[config.mk]
export PLATFORM = sky130hd
export DESIGN_NAME = controlUnit
export DESIGN_NICKNAME = d
export VERILOG_FILES = /design/src/rv_pkg.sv /design/src/controlUnit.sv
export VERILOG_INCLUDE_DIRS = /design/src
export SDC_FILE = /design/constraint.sdc
export NUM_CORES = 1
export LEC_CHECK = 0
export BUFFER_PORTS_ARGS = -buffer_cell sky130_fd_sc_hd__buf_2
export CORE_UTILIZATION = 38
export DETAILED_ROUTE_END_ITERATION = 10
export MAX_ROUTING_LAYER = met4
export PLACE_DENSITY = 0.95
export RECOVER_POWER = 50
export SLEW_MARGIN = 30
export SYNTH_ARGS = -nofsm -noshare
export SYNTH_HDL_FRONTEND = slang
export SYNTH_SLANG_ARGS = --single-unit
[constraint.sdc]
create_clock -name vclk -period 4
set_clock_uncertainty 0.1 [all_clocks]
set_input_delay 0.8 -clock vclk [all_inputs]
set_output_delay 0.8 -clock vclk [all_outputs]
set_load 0.05 [all_outputs]
[src/rv_defines.svh]
`ifndef RV_DEFINES_SVH
`define RV_DEFINES_SVH

// Datapath and register file
`define RV_XLEN 32
`define RV_NREGS 32

// Memory sizes
`define RV_IMEM_WORDS 64
`define RV_DMEM_BYTES 256

`define RV_IO_ADDR 32'h0000_0100   // Loads here return ioin

`endif

[src/rv_pkg.sv]
`include "rv_defines.svh"

package rv_pkg;

    typedef logic [`RV_XLEN-1:0] word_t;
    typedef logic [$clog2(`RV_NREGS)-1:0] regIdx_t;

    // funct3 width codes for loads and stores
    typedef logic [2:0] memWidth_t;
    localparam memWidth_t widthB  = 3'b000;
    localparam memWidth_t widthH  = 3'b001;
    localparam memWidth_t widthW  = 3'b010;
    localparam memWidth_t widthBU = 3'b100;
    localparam memWidth_t widthHU = 3'b101;

    typedef enum logic [3:0] {
        aluAdd, aluSub, aluAnd, aluOr, aluXor, aluSlt,
        aluSltu, aluSll, aluSrl, aluSra, aluPassB
    } aluOp_t;

    typedef enum logic [2:0] {immI, immS, immB, immU, immJ} immSel_t;

    typedef enum logic [1:0] {resAlu, resMem, resPc4} resultSel_t;

    // Source of an execute operand
    typedef enum logic [1:0] {
        fwdReg = 2'b00,
        fwdWb  = 2'b01,
        fwdMem = 2'b10
    } fwdSel_t;

endpackage
[src/controlUnit.sv]
`timescale 1ns/1ps

module controlUnit (
    input  rv_pkg::word_t      instr,
    output logic               regWrite,
    output logic               memWrite,
    output logic               memRead,
    output logic               branch,
    output logic               jump,
    output logic               jumpReg,
    output logic               aluSrcImm,
    output rv_pkg::aluOp_t     aluOp,
    output rv_pkg::resultSel_t resultSel,
    output rv_pkg::memWidth_t  memWidth,
    output rv_pkg::word_t      imm
);
    import rv_pkg::*;

    logic [6:0] opcode;
    logic [2:0] funct3;
    immSel_t    immSel;
    aluOp_t     arithOp;

    assign opcode = instr[6:0];
    assign funct3 = instr[14:12];
    assign memWidth = funct3;   // Also the branch condition

    // opcode[5] separates register ops from immediate ops
    always_comb
    begin
        case (funct3)
            3'b000: arithOp = (instr[30] && opcode[5]) ? aluSub : aluAdd;
            3'b001: arithOp = aluSll;
            3'b010: arithOp = aluSlt;
            3'b011: arithOp = aluSltu;
            3'b100: arithOp = aluXor;
            3'b101: arithOp = instr[30] ? aluSra : aluSrl;
            3'b110: arithOp = aluOr;
            default: arithOp = aluAnd;
        endcase
    end

    always_comb
    begin
        regWrite = 1'b0;
        memWrite = 1'b0;
        memRead = 1'b0;
        branch = 1'b0;
        jump = 1'b0;
        jumpReg = 1'b0;
        aluSrcImm = 1'b0;
        aluOp = aluAdd;
        resultSel = resAlu;
        immSel = immI;
        case (opcode)
            7'b0110111:   // lui
            begin
                regWrite = 1'b1;
                aluSrcImm = 1'b1;
                aluOp = aluPassB;
                immSel = immU;
            end
            7'b0010011:
            begin
                // No shift-immediate forms
                if (funct3 != 3'b001 && funct3 != 3'b101)
                begin
                    regWrite = 1'b1;
                    aluSrcImm = 1'b1;
                    aluOp = arithOp;
                end
            end
            7'b0110011:
            begin
                regWrite = 1'b1;
                aluOp = arithOp;
            end
            7'b0000011:
            begin
                regWrite = 1'b1;
                memRead = 1'b1;
                aluSrcImm = 1'b1;
                resultSel = resMem;
            end
            7'b0100011:
            begin
                memWrite = 1'b1;
                aluSrcImm = 1'b1;
                immSel = immS;
            end
            7'b1100011:
            begin
                branch = 1'b1;
                aluOp = aluSub;   // zero flag for beq/bne
                immSel = immB;
            end
            7'b1101111:
            begin
                regWrite = 1'b1;
                jump = 1'b1;
                resultSel = resPc4;
                immSel = immJ;
            end
            7'b1100111:
            begin
                regWrite = 1'b1;
                jump = 1'b1;
                jumpReg = 1'b1;
                aluSrcImm = 1'b1;
                resultSel = resPc4;
            end
            default: ;   // Bubble
        endcase
    end

    always_comb
    begin
        case (immSel)
            immI: imm = {{20{instr[31]}}, instr[31:20]};
            immS: imm = {{20{instr[31]}}, instr[31:25], instr[11:7]};
            immB: imm = {{20{instr[31]}}, instr[7], instr[30:25], instr[11:8], 1'b0};
            immU: imm = {instr[31:12], 12'b0};
            immJ: imm = {{12{instr[31]}}, instr[19:12], instr[20], instr[30:21], 1'b0};
            default: imm = '0;
        endcase
    end
endmodule

# Word-level counts from Yosys, hierarchy flattened

Index checks and enable logic that the tools add are counted.

Bits of input ports: 32
Word-level logic and storage cells: 43
Output and inout bits: 48
Register bits after elaboration: 0

Multiplexer cells: 16
Reduce and logical (&&, ||, !) cells: 7
Equality and inequality tests: 20

Operators with widths:

| operator                                                               | number |
|---|---|
| 32-bit one-hot mux with 5 select lines                                 | 1 |
| 4-bit one-hot mux with 7 select lines                                  | 1 |
| 7-bit by 6-bit equality test with 1-bit output (second input constant) | 3 |
| 7-bit equality test (second input constant)                            | 3 |
| 4-bit one-hot mux with 4 select lines                                  | 1 |
| 3-bit by 2-bit equality test with 1-bit output (second input constant) | 4 |
| 3-bit equality test (second input constant)                            | 4 |
| 3-bit one-hot mux with 4 select lines                                  | 1 |
| 1-bit 2-to-1 mux                                                       | 8 |
| 7-bit by 2-bit equality test with 1-bit output (second input constant) | 1 |
| 7-bit by 5-bit equality test with 1-bit output (second input constant) | 1 |
| 3-bit by 1-bit equality test with 1-bit output (second input constant) | 2 |
| 3-bit zero test                                                        | 2 |
| 5-bit OR reduction                                                     | 1 |
| 4-bit 2-to-1 mux                                                       | 1 |
| 1-bit one-hot mux with 2 select lines                                  | 2 |
| 2-bit one-hot mux with 2 select lines                                  | 1 |
| 4-bit OR reduction                                                     | 1 |
| 3-bit by 1-bit != test with 1-bit output (second input constant)       | 1 |
| 3-bit != test (second input constant)                                  | 1 |
| 1-bit logical AND                                                      | 2 |
| 2-bit OR reduction                                                     | 1 |

# Logic depth before layout (Yosys ltp)

Gate-level depths: netlist of the first run.

Depth in word-level cells: 5
Depth in mapped cells: 6
Depth with buffers taken out: 4

# Worst setup path after synthesis of the first run

OpenSTA, ideal clock, no wires.

Path type: input to output
From: input port instr[5]
To: output port imm[0]
Buffers on the path: 2
Arrival: 2.821 ns
Required time: 3.100 ns
Slack: 0.279 ns
Stages on the path: 5
Cells stage by stage: buf_6 -> and4b_1 -> buf_6 -> and3_1 -> a211oi_1

Longest elaborated chain between the ends: 4
Elaborated cells between the ends (all ways): 11
Classes of those cells: eq/ne (8); mux (2); reduce/logical (1)

Ends and longest elaborated chain:

| element                                                                               | RTL line           | text |
|---|---|---|
| start: declaration                                                                    | controlUnit.sv:4   | `input rv_pkg::word_t instr,` |
| 7-bit equality test or 7-bit by 6-bit equality test with 1-bit output (tied branches) | controlUnit.sv:55  | `case (opcode)` |
| 3-bit one-hot mux with 4 select lines (*)                                             | controlUnit.sv:55  |  |
| 3-bit equality test (tied with other cells)                                           | controlUnit.sv:118 | `case (immSel)` |
| 32-bit one-hot mux with 5 select lines (*)                                            | controlUnit.sv:118 |  |
| end: declaration                                                                      | controlUnit.sv:15  | `output rv_pkg::word_t imm` |

Mark *: on every way between the ends. The rest lies on a longest branch, timed or not.

# Final worst setup path of the first run

From: input port instr[6]
To: output port aluOp[1]

Longest elaborated chain between the ends: 2
Elaborated cells between the ends (all ways): 5
Classes of those cells: eq/ne (4); mux (1)

Ends and longest elaborated chain:

| element                                     | RTL line          | text |
|---|---|---|
| 7-bit equality test (tied with other cells) | controlUnit.sv:55 |  |
| 4-bit one-hot mux with 4 select lines (*)   | controlUnit.sv:55 |  |
| end: declaration                            | controlUnit.sv:12 | `output rv_pkg::aluOp_t aluOp,` |

Marked as above.

==> impl_metrics.env, run 1 <==
export IMPL_area_growth_pct=47.56
export IMPL_die_y_um=43.86
export IMPL_synthAdderAreaFrac_pct=0
export IMPL_grt_setup_unrepaired="no"
export IMPL_synth_cell_types=34
export IMPL_path_common_cell="buf_2"
export IMPL_num_antenna_cells=0
export IMPL_dp_hpwl_mm=1.971
export IMPL_vias=979
export IMPL_portBuffers=80
export IMPL_routed_wl_mm=2.377
export IMPL_crit_arrival_ps=2570
export IMPL_hp_class="input port to primary output"
export IMPL_first_pass_iters=6
export IMPL_cts_resized=0
export IMPL_drive_gt1_share_pct=38.18
export IMPL_crit_path_top_delay_cell="nor4bb_1"
export IMPL_cp_end_kind="primary output"
export IMPL_core_area_mm2=0.001577
export IMPL_max_freq_ghz=0.2879
export IMPL_synth_top_family_by_area="simple AND/OR/NAND/NOR gates"
export IMPL_met3_usage_pct=2.083
export IMPL_final_hold_violation_count=0
export IMPL_fill_cells=149
export IMPL_synth_avg_cell_area_um2=6.862
export IMPL_peakVddDrop_v=0.0001376
export IMPL_initial_utilization_pct=42.22
export IMPL_critPathKind="input port to primary output"
export IMPL_seq_cells=0
export IMPL_design_area_um2=982.2
export IMPL_nets=199
export IMPL_slew_headroom_pct=51.33
export IMPL_setup_violations=0
export IMPL_ys_warnings_count=0
export IMPL_io_pins=80
export IMPL_timing_final_ws_setup_ps=526.4
export IMPL_regArea_um2=0
export IMPL_worst_path_max_fanout=14
export IMPL_route_detailed_drc=0
export IMPL_grt_remaining_overflow=0
export IMPL_worstMarginPinSlew_ps=728.6
export IMPL_wl_per_cell_um=13.13
export IMPL_ant_nets=0
export IMPL_use_met1_pct=30.62
export IMPL_antenna_found_initial=0
export IMPL_cp_cell_sequence="buf_2 > nor4bb_1 > and4_1 > buf_4 > o21bai_1 > buf_2"
export IMPL_fin_crit_ps=3474
export IMPL_grt_pass1_vias=827
export IMPL_synthSimpleGateAreaFrac_pct=44.74
export IMPL_timing_hold_ws_ps=1907
export IMPL_grt_pass1_wl_mm=3.698
export IMPL_vias_per_cell=5.409
export IMPL_cts_setup_buffers=0
export IMPL_met2_usage_pct=44.78
export IMPL_slew_violations=0
export IMPL_tns_ps=0
export IMPL_rows=14
export IMPL_cts_hold_buf=0
export IMPL_busiest_layer="met2"
export IMPL_synth_compound_area_share_pct=37.59
export IMPL_cp_required_ps=3100
export IMPL_drv_cap=0
export IMPL_totalPowerFinal_mw=0.1536
export IMPL_netlist_area_um2=665.6
export IMPL_place_ws_ps=638.7
export IMPL_die_w_um=43.86
export IMPL_placed_area_mm2=0.001016
export IMPL_yosysSeqAreaShare_pct=0
export IMPL_finalCritPeriodShare_pct=86.84
export IMPL_synth_xor_area_share_pct=1.316
export IMPL_power_density_mw_per_mm2=156.4
export IMPL_synth_mux_area_fraction_pct=3.008
export IMPL_leakage_nw=0.5989
export IMPL_grt_util_all_layers_pct=24.72
export IMPL_slowest_delay_ps=500
export IMPL_dr_first_iter_drc_count=29
export IMPL_die_area_mm2=0.001923
export IMPL_grt_max_degree=15
export IMPL_status="complete, no violations"
export IMPL_syn_nets=129
export IMPL_netlist_instances=97
export IMPL_clock_buffers=0
export IMPL_place_gp_congestion=0.7387
export IMPL_start_kind="input port"
==> report_power, final <==
part	internal [mW]	leakage [nW]	switching (mW)	total (mW)
logic	0.0399	0.599	0.114	0.154
registers	0	0	0	0
clock network	0	0	0	0
total	0.0399	0.599	0.114	0.154
==> cells in the final DEF, fill, tap and decap left out, drive strengths merged, types with 2 or more instances in the layout <==
master and count:
buf 60, nor2 6, nor2b 11, and3 3, mux2i 2, a21o 19, clkbuf 22, nand3 4
nand4 2, o21ai 3, a21oi 4, nor3b 3, a22o 4, nand3b 4, nand2 4
==> cell families (layout without fill, tap and decap cells) <==
group                     Yosys count  in the layout
AOI/OAI and AO/OA                  35             35
xor gates and xnor gates            1              1
buffers and inverters              15             83
muxes                               2              2
and+or+nand+nor                    44             44
==> synth_stat cells <==
| cell | count | area [um^2] |
|---|---|---|
| a21o_1 | 19 | 142.6 |
| nor2b_1 | 10 | 62.56 |
| nor2_1 | 6 | 22.52 |
| buf_2 | 5 | 25.02 |
| a21oi_1 | 4 | 20.02 |
| a22o_1 | 4 | 35.03 |
| clkbuf_1 | 4 | 15.01 |
| nand2_1 | 4 | 15.01 |
| nand3_1 | 4 | 20.02 |
| nand3b_1 | 4 | 30.03 |
| buf_4 | 3 | 22.52 |
| o21ai_0 | 3 | 15.01 |
| and3_1 | 2 | 12.51 |
| buf_6 | 2 | 22.52 |
| mux2i_1 | 2 | 20.02 |
| nand4_1 | 2 | 12.51 |
| nor3b_1 | 2 | 15.01 |
| a211o_1 | 1 | 8.760 |
| a211oi_1 | 1 | 7.510 |
| and2_1 | 1 | 6.260 |
| and3_4 | 1 | 11.26 |
| and4_1 | 1 | 8.760 |
| and4b_1 | 1 | 10.01 |
| and4bb_1 | 1 | 12.51 |
| inv_1 | 1 | 3.750 |
| nor2b_4 | 1 | 13.76 |
| nor3b_2 | 1 | 12.51 |
| nor4bb_2 | 1 | 16.27 |
| o211ai_1 | 1 | 7.510 |
| o21bai_1 | 1 | 7.510 |
| o22ai_1 | 1 | 6.260 |
| or3b_1 | 1 | 8.760 |
| or4_1 | 1 | 7.510 |
| xor2_1 | 1 | 8.760 |
==> worst max-delay path: cells and delay by family <==
kind / cells / cell delay [ps]
AOI/OAI and AO/OA: 1 / 130
buffers and inverters: 3 / 690
and+or+nand+nor: 2 / 950
==> worst paths after layout <==
| kind | startpoint | end | slack, ps | depth (start not counted) |
|---|---|---|---|---|
| min | instr[31] | imm[31] | 1910 | 2 |
| max | instr[6] | aluOp[1] | 530 | 6 |
==> per-layer routing <==
layer | vias up | wire (um)
met5 | - | 0
met4 | 0 | 10
met3 | 2 | 146
met2 | 44 | 1243
met1 | 442 | 976
li1 | 491 | -
==> per-stage QoR <==
stage          instances  util [%]
3_3_place_gp         181     64.44
6_report             181     62.30
2_1_floorplan         97         -
5_1_grt              181     62.30
3_5_place_dp         181     64.44
4_1_cts              181     64.44
==> area by class of cell <==
type	count	area, um^2	area share, %
well taps	16	20.02	2.038
multi-input cells	82	570.5	58.09
repair buffers	82	387.9	39.49
inverters	1	3.754	0.3822
Note: power is estimated with default switching activity, not from simulation.
==> run 2: changes to the inputs <==
--- a/config.mk
+++ b/config.mk
@@ -12,6 +12,7 @@
 export MAX_ROUTING_LAYER = met4
 export PLACE_DENSITY = 0.95
 export RECOVER_POWER = 50
+export REMOVE_ABC_BUFFERS = 1
 export SLEW_MARGIN = 30
 export SYNTH_ARGS = -nofsm -noshare
 export SYNTH_HDL_FRONTEND = slang
==> run 2 against run 1 <==
Effect of this change: the run now ends with DRC left; critical endpoint is now imm[19]; core utilization stayed put; maximum frequency fell by 0.31%; first-iteration DRC count fell by 31%; cell area unchanged.
==> impl_metrics.env, run 2 (synthesis results as in run 1) <==
export IMPL_io_pins=80
export IMPL_num_antenna_cells=0
export IMPL_sw_frac_of_total_pct=73.98
export IMPL_busiest_layer="met2"
export IMPL_power_density_mw_per_mm2=157.1
export IMPL_hp_class="input port to primary output"
export IMPL_route_detailed_drc=2
export IMPL_final_cell_mix="buf_2 (58), clkbuf_1 (22), a21o_1 (19), nor2b_1 (10), nor2_1 (6)"
export IMPL_drive_gt1_share_pct=38.18
export IMPL_antenna_found_initial=0
export IMPL_final_hold_violation_count=0
export IMPL_cp_required_ps=3100
export IMPL_clkPwrFrac_pct=0
export IMPL_slowest_delay_ps=480
export IMPL_vias_per_cell=5.260
export IMPL_grt_pass1_vias=805
export IMPL_peakVddDrop_v=0.0001273
export IMPL_cts_hold_buf=0
export IMPL_pwr_share_comb_pct=100.0
export IMPL_tns_ps=0
export IMPL_die_area_mm2=0.001923
export IMPL_finalCritPeriodShare_pct=87.11
export IMPL_fill_cells=153
export IMPL_grt_pass1_wl_mm=3.436
export IMPL_die_w_um=43.86
export IMPL_cp_cell_sequence="clkbuf_1 > nand3b_1 > a21oi_1 > buf_4 > nor2b_1 > a21o_1 > clkbuf_1"
export IMPL_met2_usage_pct=41.49
export IMPL_timing_hold_ws_ps=1914
export IMPL_worstMarginPinSlew_ps=696.5
export IMPL_seq_cells=0
export IMPL_use_met1_pct=29.38
export IMPL_portBuffers=80
export IMPL_violations="DRC"
export IMPL_regArea_um2=0
export IMPL_met3_usage_pct=0.4167
export IMPL_worst_path_max_fanout=12
export IMPL_p_int_mw=0.04016
export IMPL_rows=14
export IMPL_cp_top_family="buffers and inverters"
export IMPL_die_y_um=43.86
export IMPL_cts_setup_buffers=0
export IMPL_max_freq_ghz=0.2870
export IMPL_core_area_mm2=0.001577
export IMPL_start_kind="input port"
export IMPL_setup_violations=0
export IMPL_p_switching_mw=0.1142
export IMPL_status="complete, but fails checks"
export IMPL_final_common_cell="buf_2"
export IMPL_nets=199
export IMPL_cp_end_kind="primary output"
export IMPL_wl_per_cell_um=12.90
export IMPL_dp_hpwl_mm=1.946
export IMPL_routed_wl_mm=2.335
export IMPL_grt_util_all_layers_pct=22.71
export IMPL_slew_headroom_pct=53.47
export IMPL_grt_max_degree=19
export IMPL_vias=952
export IMPL_area_growth_pct=47.56
export IMPL_fin_crit_ps=3484
export IMPL_cts_resized=0
export IMPL_leakage_nw=0.5957
export IMPL_path_common_cell="clkbuf_1"
export IMPL_crit_arrival_ps=2580
export IMPL_pwr_share_seq_pct=0
export IMPL_drv_cap=0
export IMPL_final_cells=181
export IMPL_critPathKind="input port to primary output"
export IMPL_dp_cells=181
export IMPL_grt_setup_unrepaired="no"
export IMPL_crit_path_top_delay_cell="clkbuf_1"
export IMPL_clock_buffers=0
export IMPL_slew_violations=0
export IMPL_path_buf_inv=3
export IMPL_first_pass_iters=7
export IMPL_place_gp_congestion=0.7910
export IMPL_grt_remaining_overflow=0
export IMPL_ant_nets=0
export IMPL_dr_first_iter_drc_count=20
export IMPL_initial_utilization_pct=42.22
## run 2: path summary, 6_finish.rpt
check	startpoint	cells after the start	end	slack, ps
worst max-delay path	instr[4]	7	imm[19]	520
worst min-delay path	instr[31]	2	imm[31]	1910
## run 2: power groups by stage
| stage | Combinational, mW | Sequential [mW] | Clock, mW |
|---|---|---|---|
| after floorplan | 0.0992 | 0 | 0 |
| after global placement | 0.154 | 0 | 0 |
| after detailed placement | 0.157 | 0 | 0 |
| after CTS | 0.157 | 0 | 0 |
| after global routing | 0.162 | 0 | 0 |
| final | 0.154 | 0 | 0 |
## run 2: area by class of cell
type / count / area (um^2) / share of cell area [%]
Multi-Input combinational cell: 82 / 570.5 / 58.09
Timing Repair Buffer: 82 / 387.9 / 39.49
Tap cell: 16 / 20.02 / 2.038
Inverter: 1 / 3.754 / 0.3822
## run 2: stage by stage
stage	cell area [um^2]	power, mW	utilization, %	setup slack (ps)
finish	982.2	0.1543	62.30	515.7
floorplan	580.6	0.09915	-	428.7
global placement	1016	0.1537	64.44	856.7
CTS	1016	0.1570	64.44	742.5
detailed placement	1016	0.1566	64.44	729.3
global route	982.2	0.1619	62.30	335.4
## run 2: layer usage
layer  vias to the layer above  routed length (um)
met4                         0                   0
met2                        41                1231
li1                        492                   -
met5                         -                   0
met1                       419                 987
met3                         0                 117
==> run 3: changes to the inputs <==
--- a/config.mk
+++ b/config.mk
@@ -9,7 +9,6 @@
 export BUFFER_PORTS_ARGS = -buffer_cell sky130_fd_sc_hd__buf_2
 export CORE_UTILIZATION = 38
 export DETAILED_ROUTE_END_ITERATION = 10
-export MAX_ROUTING_LAYER = met4
 export PLACE_DENSITY = 0.95
 export RECOVER_POWER = 50
 export REMOVE_ABC_BUFFERS = 1
==> run 3 against run 2 <==
Effect of this change: sequential cell count unchanged; maximum frequency fell by 0.13%; the flow still finishes with violations (DRC); first-iteration DRC count grew 5.0%; largest cell class unchanged; global-route usage down 0.67 points; power hardly changed; cell area stayed put; critical path depth unchanged; hold slack about the same; count of clock-buffer cells in the layout stayed put.
==> impl_metrics.env, run 3 (synthesis results as in run 1) <==
export IMPL_status="complete, but fails checks"
export IMPL_crit_path_top_delay_cell="clkbuf_1"
export IMPL_initial_utilization_pct=42.22
export IMPL_worst_path_max_fanout=12
export IMPL_wl_per_cell_um=12.81
export IMPL_dp_cells=181
export IMPL_seq_cells=0
export IMPL_pwr_share_comb_pct=100.0
export IMPL_clkPwrFrac_pct=0
export IMPL_p_switching_mw=0.1142
export IMPL_nets=199
export IMPL_fin_crit_ps=3489
export IMPL_cp_top_family="buffers and inverters"
export IMPL_antenna_found_initial=0
export IMPL_start_kind="input port"
export IMPL_max_freq_ghz=0.2866
export IMPL_die_area_mm2=0.001923
export IMPL_final_hold_violation_count=0
export IMPL_critPathKind="input port to primary output"
export IMPL_worst_path_stages=7
export IMPL_grt_util_all_layers_pct=22.03
export IMPL_die_y_um=43.86
export IMPL_worstMarginPinSlew_ps=688.0
export IMPL_num_antenna_cells=0
export IMPL_dp_hpwl_mm=1.946
export IMPL_setup_violations=0
export IMPL_grt_remaining_overflow=0
export IMPL_io_pins=80
export IMPL_cp_required_ps=3100
export IMPL_routed_wl_mm=2.319
export IMPL_cts_hold_buf=0
export IMPL_leakage_nw=0.5957
export IMPL_slew_violations=0
export IMPL_timing_hold_ws_ps=1914
export IMPL_place_gp_congestion=0.7802
export IMPL_dr_first_iter_drc_count=21
export IMPL_path_common_cell="clkbuf_1"
export IMPL_core_area_mm2=0.001577
export IMPL_final_common_cell="buf_2"
export IMPL_path_buf_inv=3
export IMPL_vias_per_cell=5.249
export IMPL_cp_cell_sequence="clkbuf_1 > nand3b_1 > a21oi_1 > buf_4 > nor2b_1 > a21o_1 > clkbuf_1"
export IMPL_ant_nets=0
export IMPL_grt_max_degree=19
export IMPL_cts_setup_buffers=0
export IMPL_worstHoldStart="instr[31]"
export IMPL_endpoint="imm[19]"
export IMPL_grt_pass1_vias=805
export IMPL_p_int_mw=0.04016
export IMPL_cp_end_kind="primary output"
export IMPL_peakVddDrop_v=0.0001273
export IMPL_final_cells=181
export IMPL_crit_start="instr[4]"
export IMPL_vias=950
export IMPL_rows=14
export IMPL_clock_buffers=0
export IMPL_first_pass_iters=7
export IMPL_grt_setup_unrepaired="no"
export IMPL_grt_pass1_wl_mm=3.429
export IMPL_tns_ps=0
export IMPL_hp_class="input port to primary output"
export IMPL_drv_cap=0
export IMPL_power_density_mw_per_mm2=157.1
export IMPL_route_detailed_drc=2
export IMPL_crit_arrival_ps=2590
export IMPL_violations="DRC"
export IMPL_portBuffers=80
export IMPL_drive_gt1_share_pct=38.18
export IMPL_regArea_um2=0
export IMPL_final_cell_mix="buf_2 (58), clkbuf_1 (22), a21o_1 (19), nor2b_1 (10), nor2_1 (6)"
export IMPL_area_growth_pct=47.56
export IMPL_pwr_share_seq_pct=0
export IMPL_slowest_delay_ps=480
export IMPL_cts_resized=0
export IMPL_finalCritPeriodShare_pct=87.22
export IMPL_die_w_um=43.86
export IMPL_slew_headroom_pct=54.04
export IMPL_sw_frac_of_total_pct=73.98
==> run 3: worst min path at each step <==
stage / endpoint / cells past startpoint
detailed placement: imm[31] / 2
global placement: imm[31] / 2
finish: imm[31] / 2
CTS: imm[31] / 2
global route: imm[31] / 2
floorplan: imm[31] / 0
==> run 3: area by class of cell <==
type | instances | area (um^2)
fill | 153 | 594.3
inverter | 1 | 3.754
multi-input combinational | 82 | 570.5
tap | 16 | 20.02
timing repair buffer | 82 | 387.9
==> run 3: stage by stage <==
step	util, %	total power, mW	worst slack, ps	area, um^2
3_3_place_gp	64.44	0.1537	856.7	1016
4_1_cts	64.44	0.1570	742.5	1016
5_1_grt	62.30	0.1619	335.4	982.2
6_report	62.30	0.1543	511.2	982.2
2_1_floorplan	-	0.09915	428.7	580.6
3_5_place_dp	64.44	0.1566	729.3	1016
==> run 3: power groups by stage <==
stage | clock (mW) | combinational [mW] | sequential (mW)
finish | 0 | 0.154 | 0
global route | 0 | 0.162 | 0
CTS | 0 | 0.157 | 0
detailed placement | 0 | 0.157 | 0
global placement | 0 | 0.154 | 0
floorplan | 0 | 0.0992 | 0
==> run 3: layer usage <==
layer,global-route usage [%],part of all wire [%],up-vias
met5,0,0,-
met4,0.6061,0,0
met3,0.4167,4.9,0
met2,41.49,53,43
met1,29.38,42,416
li1,-,-,491
