===== src/rv_defines.svh =====
`ifndef RV_DEFINES_SVH
`define RV_DEFINES_SVH

// Datapath and register file
`define RV_XLEN 32
`define RV_NREGS 32

// Memory sizes
`define RV_IMEM_WORDS 64
`define RV_DMEM_BYTES 256

`define RV_IO_ADDR 32'h0000_0100   // Loads here return ioin

`endif


===== src/rv_pkg.sv =====
`include "rv_defines.svh"

package rv_pkg;

    typedef logic [`RV_XLEN-1:0] word_t;
    typedef logic [$clog2(`RV_NREGS)-1:0] regIdx_t;

    // funct3 width codes for loads and stores
    typedef logic [2:0] memWidth_t;
    localparam memWidth_t widthB  = 3'b000;
    localparam memWidth_t widthH  = 3'b001;
    localparam memWidth_t widthW  = 3'b010;
    localparam memWidth_t widthBU = 3'b100;
    localparam memWidth_t widthHU = 3'b101;

    typedef enum logic [3:0] {
        aluAdd, aluSub, aluAnd, aluOr, aluXor, aluSlt,
        aluSltu, aluSll, aluSrl, aluSra, aluPassB
    } aluOp_t;

    typedef enum logic [2:0] {immI, immS, immB, immU, immJ} immSel_t;

    typedef enum logic [1:0] {resAlu, resMem, resPc4} resultSel_t;

    // Source of an execute operand
    typedef enum logic [1:0] {
        fwdReg = 2'b00,
        fwdWb  = 2'b01,
        fwdMem = 2'b10
    } fwdSel_t;

endpackage

===== src/hazardIf.sv =====
`timescale 1ns/1ps

interface hazardIf;
    import rv_pkg::*;

    regIdx_t rs1D, rs2D;
    regIdx_t rs1E, rs2E, rdE;
    regIdx_t rdM, rdW;
    logic    memReadE, regWriteM, regWriteW;
    logic    pcSrcE;
    fwdSel_t fwdA, fwdB;
    logic    stallF, stallD, flushD, flushE;

    modport pipe (
        output rs1D, rs2D, rs1E, rs2E, rdE, rdM, rdW,
        output memReadE, regWriteM, regWriteW, pcSrcE,
        input  fwdA, fwdB, stallF, stallD, flushD, flushE
    );

    modport unit (
        input  rs1D, rs2D, rs1E, rs2E, rdE, rdM, rdW,
        input  memReadE, regWriteM, regWriteW, pcSrcE,
        output fwdA, fwdB, stallF, stallD, flushD, flushE
    );
endinterface


===== src/hazardUnit.sv =====
`timescale 1ns/1ps

module hazardUnit (
    hazardIf.unit hz
);
    import rv_pkg::*;

    logic lwStall;

    // Memory stage wins, it holds the younger result
    function automatic fwdSel_t pickFwd(
        regIdx_t rs,
        regIdx_t rdM,
        logic    weM,
        regIdx_t rdW,
        logic    weW
    );
        if (weM && rdM != '0 && rdM == rs)
            return fwdMem;
        if (weW && rdW != '0 && rdW == rs)
            return fwdWb;
        return fwdReg;
    endfunction

    assign hz.fwdA = pickFwd(hz.rs1E, hz.rdM, hz.regWriteM, hz.rdW, hz.regWriteW);
    assign hz.fwdB = pickFwd(hz.rs2E, hz.rdM, hz.regWriteM, hz.rdW, hz.regWriteW);

    // Load in execute feeding the instruction in decode
    assign lwStall = hz.memReadE && hz.rdE != '0
                     && (hz.rdE == hz.rs1D || hz.rdE == hz.rs2D);

    assign hz.stallF = lwStall;
    assign hz.stallD = lwStall;
    assign hz.flushD = hz.pcSrcE;
    assign hz.flushE = lwStall || hz.pcSrcE;   // Bubble into execute
endmodule


===== src/flat_wrapper.sv =====
// flat-port wrapper written by rule: the top's interface ports become plain ports
module hazardUnit_flat import rv_pkg::*;
  (hz_rs1D, hz_rs2D, hz_rs1E, hz_rs2E, hz_rdE, hz_rdM, hz_rdW, hz_memReadE, hz_regWriteM, hz_regWriteW, hz_pcSrcE, hz_fwdA, hz_fwdB, hz_stallF, hz_stallD, hz_flushD, hz_flushE);
  hazardIf hz_i ();
  input wire logic [$bits(hz_i.rs1D)-1:0] hz_rs1D;
  input wire logic [$bits(hz_i.rs2D)-1:0] hz_rs2D;
  input wire logic [$bits(hz_i.rs1E)-1:0] hz_rs1E;
  input wire logic [$bits(hz_i.rs2E)-1:0] hz_rs2E;
  input wire logic [$bits(hz_i.rdE)-1:0] hz_rdE;
  input wire logic [$bits(hz_i.rdM)-1:0] hz_rdM;
  input wire logic [$bits(hz_i.rdW)-1:0] hz_rdW;
  input wire logic [$bits(hz_i.memReadE)-1:0] hz_memReadE;
  input wire logic [$bits(hz_i.regWriteM)-1:0] hz_regWriteM;
  input wire logic [$bits(hz_i.regWriteW)-1:0] hz_regWriteW;
  input wire logic [$bits(hz_i.pcSrcE)-1:0] hz_pcSrcE;
  output wire logic [$bits(hz_i.fwdA)-1:0] hz_fwdA;
  output wire logic [$bits(hz_i.fwdB)-1:0] hz_fwdB;
  output wire logic [$bits(hz_i.stallF)-1:0] hz_stallF;
  output wire logic [$bits(hz_i.stallD)-1:0] hz_stallD;
  output wire logic [$bits(hz_i.flushD)-1:0] hz_flushD;
  output wire logic [$bits(hz_i.flushE)-1:0] hz_flushE;
  assign hz_i.rs1D = hz_rs1D;
  assign hz_i.rs2D = hz_rs2D;
  assign hz_i.rs1E = hz_rs1E;
  assign hz_i.rs2E = hz_rs2E;
  assign hz_i.rdE = hz_rdE;
  assign hz_i.rdM = hz_rdM;
  assign hz_i.rdW = hz_rdW;
  assign hz_i.memReadE = hz_memReadE;
  assign hz_i.regWriteM = hz_regWriteM;
  assign hz_i.regWriteW = hz_regWriteW;
  assign hz_i.pcSrcE = hz_pcSrcE;
  assign hz_fwdA = hz_i.fwdA;
  assign hz_fwdB = hz_i.fwdB;
  assign hz_stallF = hz_i.stallF;
  assign hz_stallD = hz_i.stallD;
  assign hz_flushD = hz_i.flushD;
  assign hz_flushE = hz_i.flushE;
  hazardUnit u_core (.hz(hz_i));
endmodule

===== config.mk =====
export PLATFORM = sky130hd
export DESIGN_NAME = hazardUnit_flat
export DESIGN_NICKNAME = d
export VERILOG_FILES = /design/src/rv_pkg.sv /design/src/hazardIf.sv /design/src/hazardUnit.sv /design/src/flat_wrapper.sv
export VERILOG_INCLUDE_DIRS = /design/src
export SDC_FILE = /design/constraint.sdc
export NUM_CORES = 1
export LEC_CHECK = 0
export BUFFER_PORTS_ARGS = -buffer_cell sky130_fd_sc_hd__buf_2
export CORE_AREA = 2 2 39 41
export DETAILED_ROUTE_END_ITERATION = 16
export DIE_AREA = 0 0 41 43
export GPL_ROUTABILITY_DRIVEN = 0
export MAX_ROUTING_LAYER = met4
export PLACE_DENSITY = 0.74
export SYNTH_ARGS = -nofsm -noshare
export SYNTH_HDL_FRONTEND = slang
export SYNTH_SLANG_ARGS = --single-unit

===== constraint.sdc =====
create_clock -name vclk -period 3
set_input_delay 0.9 -clock vclk [all_inputs]
set_output_delay 0.9 -clock vclk [all_outputs]
set_load 0.02 [all_outputs]

# After elaboration in Yosys (flattened, before gate mapping)
# Index checks and enable logic that the tools add are counted.
# totals
out_inout_bits,8
register_bits,0
inputBits,39
# classes
n_reduce_logical,13
muxes,14
n_eq_ne,6
# ops
op,n
equality test 5 bit,6
two-way mux 2 bit,8
nonzero test 5 bit,3
logical AND 1 bit,8
two-way mux 1 bit,6
logical OR 1 bit,2

# Longest topological paths before layout
# Gate-level depths: netlist (run 1).
# logic_depth
depth_word,7
depth_mapped,5

# Worst setup path before layout (run 1)
# OpenSTA, ideal clock, no wires.
# synth_timing
kind,input-to-output
start,input port hz_rdM[4]
end,output port hz_fwdA[0]
setup_slack_ns,-0.148
n_path_buf,0
path_stages,4
t_arrival_ns,2.248
cell_sequence,or4_1 -> o21ai_2 -> nor4_1 -> nor4_2
# synth_between
elab_chain_len,5
# synth_lines
item,line,rtl
from (decl),flat_wrapper.sv:10,input wire logic [$bits(hz_i.rdM)-1:0] hz_rdM;
nonzero test 5 bit,hazardUnit.sv:18,if (weM && rdM != '0 && rdM == rs)
logical AND 1 bit,hazardUnit.sv:18,
logical AND 1 bit (*),hazardUnit.sv:18,
two-way mux 1 bit (*),hazardUnit.sv:18,
two-way mux 2 bit (*),hazardUnit.sv:20,if (weW && rdW != '0 && rdW == rs)
to (decl),flat_wrapper.sv:16,output wire logic [$bits(hz_i.fwdA)-1:0] hz_fwdA;
# Mark *: on every way between the ends. The rest lies on a longest branch, timed or not.

# Worst setup path in the final report (run 1)
# layout_timing
start,input port hz_rs2E[2]
end,output port hz_fwdB[0]
# layout_between
elab_chain_len,6
# layout_lines
item,line,rtl
from (decl),flat_wrapper.sv:8,input wire logic [$bits(hz_i.rs2E)-1:0] hz_rs2E;
equality test 5 bit,hazardUnit.sv:20,
logical AND 1 bit,hazardUnit.sv:20,
two-way mux 1 bit (2 in series),hazardUnit.sv:20,
two-way mux 2 bit,hazardUnit.sv:22,return fwdReg;
two-way mux 2 bit (*),hazardUnit.sv:20,
to (decl),flat_wrapper.sv:17,output wire logic [$bits(hz_i.fwdB)-1:0] hz_fwdB;
# Mark *: on every way between the ends. The rest lies on a longest branch, timed or not. The select of a mux whose other input is x is not followed.

==> impl_results.md, run 1 <==
* Post-DP HPWL at about 1300 microns
* CTS Hold Buffers Added at 0
* Layout cells sized above 1 at 58.9%
* Internal at between 50 and 60 uW
* Vias in the first global route at 559
* Clk_buf instances at 0
* Overflow after GRT at 0
* Hold slack at ~2 ns
* CP Class: input pin to output port
* Worst Path Required at 2.10 ns
* Min Clock Period, post-route at 3.04 ns
* Violations in the final reports: setup timing
* Comb pwr share at 100.0%
* Fin crit share at 101%
* Total track usage at between 10% and 20%
* Crit path max fanout at 2
* Seq. cell area at 0 sq um
* Max Cap Violations at 0
* Rows at 14
* Number of remaining DRC errors at 0
* Setup ws final at -0.0447 ns
* Dominant cell type by area after synthesis: xor2_1
* Slew HR at roughly three quarters
* Run status: finished with violations
* Die X at between 40 and 50 microns
* Via density per instance at around 4.6
* PD cells at ~140 nW/um^2
* FFs & Latches at 0
* 1st-iter DRT viols at 3
* Finished Layout Cells at about 120
* Largest net degree at the start of global routing at 4
* Unrepaired setup endpoints after global routing: true
* Hold Crit Class: input pin to output port
* Routed wire length at 1430 microns
* Core Area at 1380 sq um
* Worst hold endpoint: hz_flushD
* Final setup vio count at 2
* Layout net count at around 150
* Switching share of power at a little under half
* Die ar. at between 1500 and 2000 sq um
* Max Freq at about 330 MHz
* Cells after DPL at ~120
* Synth cell count leaders: xor2_1 (24), xnor2_1 (6), or4_1 (5), nor2_1 (3)
* Global-route wire length before repair at roughly 2200 microns
* Setup Buffers After CTS at 0
* WL per Instance at 11.6 microns
* Sw Pwr at ~51 uW
* Via count at 571
* Total power at 108 uW
* Syn-to-layout area delta at 91.0%
* Count leader, synth: xor2_1
* Hold Startpoint: hz_pcSrcE
* Hold Crit Depth at 2
* I/O pin total at between 40 and 50
* Final hold viol count at 0
* Netlist cell types at 14
* VDD IR max at around 0.05 mV
* Syn Inst Count at 53
* Antenna violations before repair at 0
* Syn_nets at 92
* # diodes at 0
* Area contributors post-synth: xor2_1 (50%), xnor2_1 (13%), or4_1 (9.0%)
* Worst Path Arrival at 2.14 ns
* 1st-pass router iterations at 2
* Starting Density at 30.2%
* Leak at between 0.0003 and 0.0004 uW
* Post-synth top area share at ~50%
* Endpoint class of the critical path: output port
* Count of pins over their slew limit at 0
* Buffers on Ports at 47
* Cell Area, Synth at ~420 sq um
* ANT nets after route at 0
* Register area share after synthesis at 0%
* Sequential power share at 0%
* Yosys warnings at 0
* Mean post-synth cell area at ~8 sq um
* Die Y at 43 microns
* Worst slew pin tran at between 0.3 and 0.4 ns
* Crit path from: hz_rs2E[2]
* Clock power frac at 0%
* FILL cells at ~130
* Critical path launch point type: input pin
==> worst max path at each step <==
stage | end | cells after the start
finish | hz_fwdB[0] | 5
global route | hz_fwdA[0] | 6
CTS | hz_fwdA[0] | 6
detailed placement | hz_fwdB[0] | 6
global placement | hz_fwdA[0] | 6
floorplan | hz_fwdA[0] | 4
==> power by group through the flow <==
stage                     combinational [uW]  sequential [uW]  clock (uW)
final                                    108                0           0
after global routing                     119                0           0
after CTS                                101                0           0
after detailed placement                98.0                0           0
after global placement                  95.3                0           0
after floorplan                         43.3                0           0
==> final cells by class <==
class                      count  area (sq um)  area share, %
timing repair buffer          56           339           42.5
multi-input combinational     51           439           55.0
tap                           16          20.0           2.51
==> through the flow <==
stage	util, %	cell area [sq um]	worst slack [ns]	setup TNS [ns]
after floorplan	-	418	-0.0183	-0.0365
after global placement	52.4	726	-0.0716	-0.132
after detailed placement	52.4	726	-0.105	-0.205
after CTS	54.0	747	-0.0944	-0.150
after global routing	57.7	798	-0.0985	-0.195
final	57.7	798	-0.0447	-0.0590
==> placed cells by master (no fill, tap or decap) <==
cell type,n
a22oi_1,1
buf_2,40
buf_4,11
buf_6,5
nand3_1,2
nor2_1,3
nor3_1,2
nor4_2,3
nor4_4,1
o21ai_0,1
o21ai_1,1
o21ai_4,1
o21bai_1,1
or4_1,3
or4_4,2
xnor2_1,6
xor2_1,24
==> worst max-delay path, stage by stage <==
cell and delay, ns:
buf_6 0.10, xor2_1 0.15, or4_1 0.54, nor4_2 0.28, buf_4 0.18
==> layer usage <==
metal | wire length [microns] | track usage (%) | part of all wire (%) | up-vias
met4 | 0 | 1.33 | 0 | 0
met5 | 0 | - | 0 | -
li1 | - | - | - | 295
met3 | 32 | 0 | 2.2 | 0
met1 | 534 | 20.3 | 37 | 267
met2 | 859 | 33.4 | 60 | 9
==> timing repair <==
item	4_1_cts	5_1_grt
resized for setup	4	10
setup endpoints to repair	2	4
pin swaps	2	4
==> cell families after synthesis <==
logic type	synth area share [%]
AOI/OAI and AO/OA	8.08
xor gates and xnor gates	62.9
and+or+nand+nor	25.4
buffers and inverters	3.59
Note: power is estimated with default switching activity, not from simulation.
==> inputs of run 2 (changes only) <==
--- a/config.mk
+++ b/config.mk
@@ -6,13 +6,15 @@
 export SDC_FILE = /design/constraint.sdc
 export NUM_CORES = 1
 export LEC_CHECK = 0
+export ABC_AREA = 1
 export BUFFER_PORTS_ARGS = -buffer_cell sky130_fd_sc_hd__buf_2
-export CORE_AREA = 2 2 39 41
+export CELL_PAD_IN_SITES_DETAIL_PLACEMENT = 1
+export CELL_PAD_IN_SITES_GLOBAL_PLACEMENT = 1
+export CORE_ASPECT_RATIO = 1.4
+export CORE_UTILIZATION = 23
 export DETAILED_ROUTE_END_ITERATION = 16
-export DIE_AREA = 0 0 41 43
-export GPL_ROUTABILITY_DRIVEN = 0
 export MAX_ROUTING_LAYER = met4
-export PLACE_DENSITY = 0.74
+export PLACE_DENSITY = 0.82
 export SYNTH_ARGS = -nofsm -noshare
 export SYNTH_HDL_FRONTEND = slang
 export SYNTH_SLANG_ARGS = --single-unit
==> impl_results.md, run 2 <==
* Final hold viol count at 0 (unchanged)
* Syn Inst Count at 101 (was 53)
* 1st-pass router iterations at 2 (unchanged)
* Largest net degree at the start of global routing at 5 (was 4)
* Comb pwr share at 100.0% (about the same)
* Syn-to-layout area delta at 47.0% (was 91.0%)
* Cell Chain, Critical Path: buf_2 -> xnor2_1 -> nand3_1 -> nor3_2 -> nor2_1 -> buf_2 (was buf_6 -> xor2_1 -> or4_1 -> nor4_2 -> buf_4)
* Post-synth top area share at 26.6% (was 50.3%)
* Final setup vio count at 0 (was 2)
* # diodes at 0 (unchanged)
* Antenna violations before repair at 0 (unchanged)
* Hold slack at 2.03 ns (was 2.04 ns)
* FFs & Latches at 0 (unchanged)
* Layout cells sized above 1 at 34.9% (was 58.9%)
* Final RePlAce weighted congestion at 0.802
* I/O pin total at 47 (unchanged)
* CP Class: input pin to output port (unchanged)
* Worst hold endpoint: hz_flushD (unchanged)
* 1st-iter DRT viols at 5 (was 3)
* Setup ws final at 0.368 ns (was -0.0447 ns)
* Hold Startpoint: hz_pcSrcE (unchanged)
* Max Freq at 380 MHz (was 328 MHz)
* Mean post-synth cell area at 5.22 sq um (was 7.88 sq um)
* Worst Path Arrival at 1.73 ns (was 2.14 ns)
* CTS Hold Buffers Added at 0 (unchanged)
* Post-route setup TNS at 0 ns (was -0.0590 ns)
* Switching share of power at 52.9% (was 46.8%)
* Post-CTS Resized at 0 (was 4)
* VDD IR max at 0.0484 mV (was 0.0506 mV)
* Netlist cell types at 12 (was 14)
* Run status: completed (was finished with violations)
* GR Util met3 at 1.23% (was 0%)
* Critical path launch point type: input pin (unchanged)
* Routed wire length at 1870 microns (was 1430 microns)
* WL per Instance at 11.1 microns (was 11.6 microns)
* ANT nets after route at 0 (unchanged)
* Min Clock Period, post-route at 2.63 ns (was 3.04 ns)
* Most frequent cells in the layout: buf_2 (47), nand2_1 (33), xnor2_1 (16), inv_1 (16), nor2_1 (14) (was buf_2 (40), xor2_1 (24), buf_4 (11))
* Die ar. at 2490 sq um (was 1760 sq um)
* Worst slew pin tran at 0.207 ns (was 0.368 ns)
* Hold Crit Depth at 2 (unchanged)
* Crit path max fanout at 2 (unchanged)
* Syn_nets at 140 (was 92)
* Max Cap Violations at 0 (unchanged)
* Die Y at 58.6 microns (was 43 microns)
* Via count at 778 (was 571)
* Cell Area, Synth at 527 sq um (was 418 sq um)
* Sw Pwr at 56.3 uW (was 50.6 uW)
* Clock power frac at 0% (about the same)
* Register area share after synthesis at 0% (unchanged)
* Via density per instance at 4.63 (was 4.64)
* Overflow after GRT at 0 (unchanged)
* Buffers on Ports at 47 (unchanged)
* Endpoint class of the critical path: output port (unchanged)
* Multi-input gate area at 448 sq um (was 439 sq um)
* Cell mode on critical path: buf_2
* Seq. cell area at 0 sq um (unchanged)
* Core Area at 2180 sq um (was 1380 sq um)
* Clk_buf instances at 0 (unchanged)
* Synth cell count leaders: nand2_1 (33), inv_1 (16), xnor2_1 (16), nor2_1 (14) (was xor2_1 (24), xnor2_1 (6), or4_1 (5), nor2_1 (3))
* GR peak layer: met2 (unchanged)
* Starting Density at 24.2% (was 30.2%)
* Worst Path Required at 2.10 ns (about the same)
* Global-route wire length before repair at 3040 microns (was 2230 microns)
* Slew HR at 86.2% (was 75.3%)
* Rows at 20 (was 14)
* Setup Buffers After CTS at 0 (unchanged)
* Area contributors post-synth: xnor2_1 (27%), nand2_1 (24%), inv_1 (11%) (was xor2_1 (50%), xnor2_1 (13%), or4_1 (9.0%))
* Worst path max stage delay at 0.18 ns (was 0.54 ns)
* Count leader, synth: nand2_1 (was xor2_1)
* FILL cells at 322 (was 132)
* Leak at 0.000484 uW (was 0.000391 uW)
* PD cells at 137 nW/um^2 (was 135 nW/um^2)
* Met2 usage at 36.5% (was 33.4%)
* Cells after DPL at 168 (was 123)
* Sequential power share at 0% (about the same)
* Internal at 50.2 uW (was 57.5 uW)
* Die X at 42.4 microns (was 41 microns)
* Post-DP HPWL at 1790 microns (was 1300 microns)
* Total track usage at 15.9% (was 17.7%)
* Slowest cell on crit path: nor3_2 (was or4_1)
* Yosys warnings at 0 (unchanged)
* Number of remaining DRC errors at 0 (unchanged)
* Fin crit share at 87.7% (was 101%)
* Vias in the first global route at 755 (was 559)
* M1 GR Usage at 13.9% (was 20.3%)
* DP Worst Slack at 0.351 ns (was -0.105 ns)
* Hold Crit Class: input pin to output port (unchanged)
* Dominant cell type by area after synthesis: xnor2_1 (was xor2_1)
* Count of pins over their slew limit at 0 (unchanged)
* Most common cell after layout, fill and taps aside: buf_2 (unchanged)
* Layout net count at 187 (was 148)
* Unrepaired setup endpoints after global routing: false (was true)
* Finished Layout Cells at 168 (was 123)
## run 2: final cells by class
cell class | count | area share (%)
repair buffers | 47 | 30.4
multi-input cells | 82 | 57.8
well taps | 22 | 3.55
inverters | 17 | 8.24
## run 2: worst max-delay path by stage
stage,cells after the start,to,start,slack [ns]
6_report,6,hz_fwdA[0],hz_rs1E[0],0.37
5_1_grt,8,hz_flushE,hz_rdE[3],0.23
4_1_cts,7,hz_fwdA[0],hz_rs1E[4],0.34
3_5_place_dp,7,hz_fwdA[0],hz_rs1E[4],0.35
3_3_place_gp,10,hz_stallD,hz_rdE[3],0.41
2_1_floorplan,4,hz_fwdA[0],hz_rs1E[1],0.43
## run 2: through the flow
stage / total power, uW / utilization (%) / area, sq um
2_1_floorplan: 56.7 / - / 527
3_3_place_gp: 103 / 35.6 / 774
3_5_place_dp: 108 / 35.6 / 774
4_1_cts: 108 / 35.6 / 774
5_1_grt: 118 / 35.6 / 774
6_report: 106 / 35.6 / 774
## run 2: routing by layer
layer	wire (microns)	vias to the layer above	share of wire, %
met3	143	0	7.6
li1	-	388	-
met4	0	0	0
met2	1090	46	58
met1	637	344	34
met5	0	-	0
## run 2: logic make-up after synthesis
logic type,Yosys count,share of synthesized area [%]
simple gates,60,48.5
xor+xnor,22,36.6
buf+inv,19,15.0
## run 2: worst max-delay path, delay by kind of cell
family	cells	cell delay, ns
buffers and inverters	2	0.29
xor gates and xnor gates	1	0.17
and+or+nand+nor	3	0.37
## run 2: power groups by stage
stage | clock, uW | sequential, uW | combinational (uW)
4_1_cts | 0 | 0 | 108
5_1_grt | 0 | 0 | 118
2_1_floorplan | 0 | 0 | 56.7
3_5_place_dp | 0 | 0 | 108
6_report | 0 | 0 | 106
3_3_place_gp | 0 | 0 | 103
==> inputs of run 3 (changes only) <==
--- a/config.mk
+++ b/config.mk
@@ -15,6 +15,7 @@
 export DETAILED_ROUTE_END_ITERATION = 16
 export MAX_ROUTING_LAYER = met4
 export PLACE_DENSITY = 0.82
+export SETUP_SLACK_MARGIN = 0.4
 export SYNTH_ARGS = -nofsm -noshare
 export SYNTH_HDL_FRONTEND = slang
 export SYNTH_SLANG_ARGS = --single-unit
==> impl_results.md, run 3 (synthesis gave the netlist of run 2 again) <==
* Largest net degree at the start of global routing at 5 (unchanged)
* Core Area at 2180 sq um (unchanged)
* Max Freq at 381 MHz (was 380 MHz)
* Leak at 0.000563 uW (was 0.000484 uW)
* CP Class: input pin to output port (unchanged)
* Seq. cell area at 0 sq um (unchanged)
* Hold slack at 2.04 ns (was 2.03 ns)
* Most common cell after layout, fill and taps aside: buf_2 (unchanged)
* Max Cap Violations at 0 (unchanged)
* Total track usage at 16.1% (was 15.9%)
* Final RePlAce weighted congestion at 0.802 (unchanged)
* Clk_buf instances at 0 (unchanged)
* Worst slew pin tran at 0.179 ns (was 0.207 ns)
* ANT nets after route at 0 (unchanged)
* CTS Hold Buffers Added at 0 (unchanged)
* Endpoint class of the critical path: output port (unchanged)
* Layout net count at 187 (unchanged)
* Starting Density at 24.2% (unchanged)
* Min Clock Period, post-route at 2.62 ns (was 2.63 ns)
* Overflow after GRT at 0 (unchanged)
* Fin crit share at 87.4% (was 87.7%)
* Layout cells sized above 1 at 50.0% (was 34.9%)
* Unrepaired setup endpoints after global routing: true (was false)
* Final setup vio count at 0 (unchanged)
* Via count at 788 (was 778)
* Critical path launch point type: input pin (unchanged)
* Hold Crit Class: input pin to output port (unchanged)
* 1st-iter DRT viols at 1 (was 5)
* Post-route setup TNS at 0 ns (unchanged)
* Buffers on Ports at 47 (unchanged)
* Antenna violations before repair at 0 (unchanged)
* Die Y at 58.6 microns (unchanged)
* FFs & Latches at 0 (unchanged)
* Most frequent cells in the layout: buf_2 (28), nand2_1 (27), xnor2_1 (12), nor2_1 (12) (was buf_2 (47), nand2_1 (33), xnor2_1 (16), inv_1 (16), nor2_1 (14))
* Crit path max fanout at 2 (unchanged)
* Setup Buffers After CTS at 0 (unchanged)
* PD cells at 142 nW/um^2 (was 137 nW/um^2)
* Global-route wire length before repair at 3050 microns (was 3040 microns)
* Run status: completed (unchanged)
* Slew HR at 88.0% (was 86.2%)
* Final hold viol count at 0 (unchanged)
* FILL cells at 284 (was 322)
* Die X at 42.4 microns (unchanged)
* Via density per instance at 4.69 (was 4.63)
* WL per Instance at 12.2 microns (was 11.1 microns)
* VDD IR max at 0.0699 mV (was 0.0484 mV)
* Vias in the first global route at 755 (unchanged)
* Worst Path Arrival at 1.72 ns (was 1.73 ns)
* Post-DP HPWL at 1790 microns (unchanged)
* Syn-to-layout area delta at 92.6% (was 47.0%)
* Number of remaining DRC errors at 0 (unchanged)
* # diodes at 0 (unchanged)
* Count of pins over their slew limit at 0 (unchanged)
* Worst Path Required at 2.10 ns (about the same)
* 1st-pass router iterations at 2 (unchanged)
* Rows at 20 (unchanged)
* I/O pin total at 47 (unchanged)
* Routed wire length at 2050 microns (was 1870 microns)
* Die ar. at 2490 sq um (unchanged)
[run 3: cell counts in the layout (fill, tap and decap cells not counted)]
Identical to the previous run, type by type.
[run 3: layout make-up]
class              count  area [sq um]  area share [%]
multi-input cells     82           547            53.9
repair buffers        47           372            36.6
inverters             17          68.8            6.78
well taps             22          27.5            2.71
[run 3: worst max-delay path, cell delays in order]
cell     delay [ns]
buf_6          0.11
xnor2_2        0.15
nand3_2        0.12
nor3_4         0.21
nor2_1         0.07
buf_4          0.15
[run 3: final timing paths]
kind	startpoint	to	slack [ns]	cells past startpoint
worst max-delay path	hz_rs1E[4]	hz_fwdA[0]	0.38	6
worst min-delay path	hz_pcSrcE	hz_flushD	2.04	2
[run 3: metal layers]
layer	global-route usage (%)	vias to the layer above	part of all wire (%)
met4	0	0	0
met5	-	-	0
met3	1.23	0	7.0
met1	13.5	354	34
li1	-	388	-
met2	37.6	46	59
[run 3: what timing repair did]
item	4_1_cts	5_1_grt
resized for setup	8	61
setup endpoints to repair	6	7
pin swaps	0	30
[run 3: where the power goes]
part / internal, uW / total, uW / switching, uW
logic: 76.4 / 144 / 68.0
registers: 0 / 0 / 0
clock network: 0 / 0 / 0
total: 76.4 / 144 / 68.0
[run 3: through the flow]
stage | setup WS [ns] | util, % | total power [uW] | cells | area [sq um]
after detailed placement | 0.351 | 35.6 | 108 | 168 | 774
final | 0.378 | 46.6 | 144 | 168 | 1010
after CTS | 0.367 | 37.0 | 112 | 168 | 806
after global routing | 0.311 | 46.6 | 156 | 168 | 1010
after floorplan | 0.429 | - | 56.7 | 101 | 527
after global placement | 0.405 | 35.6 | 103 | 168 | 774
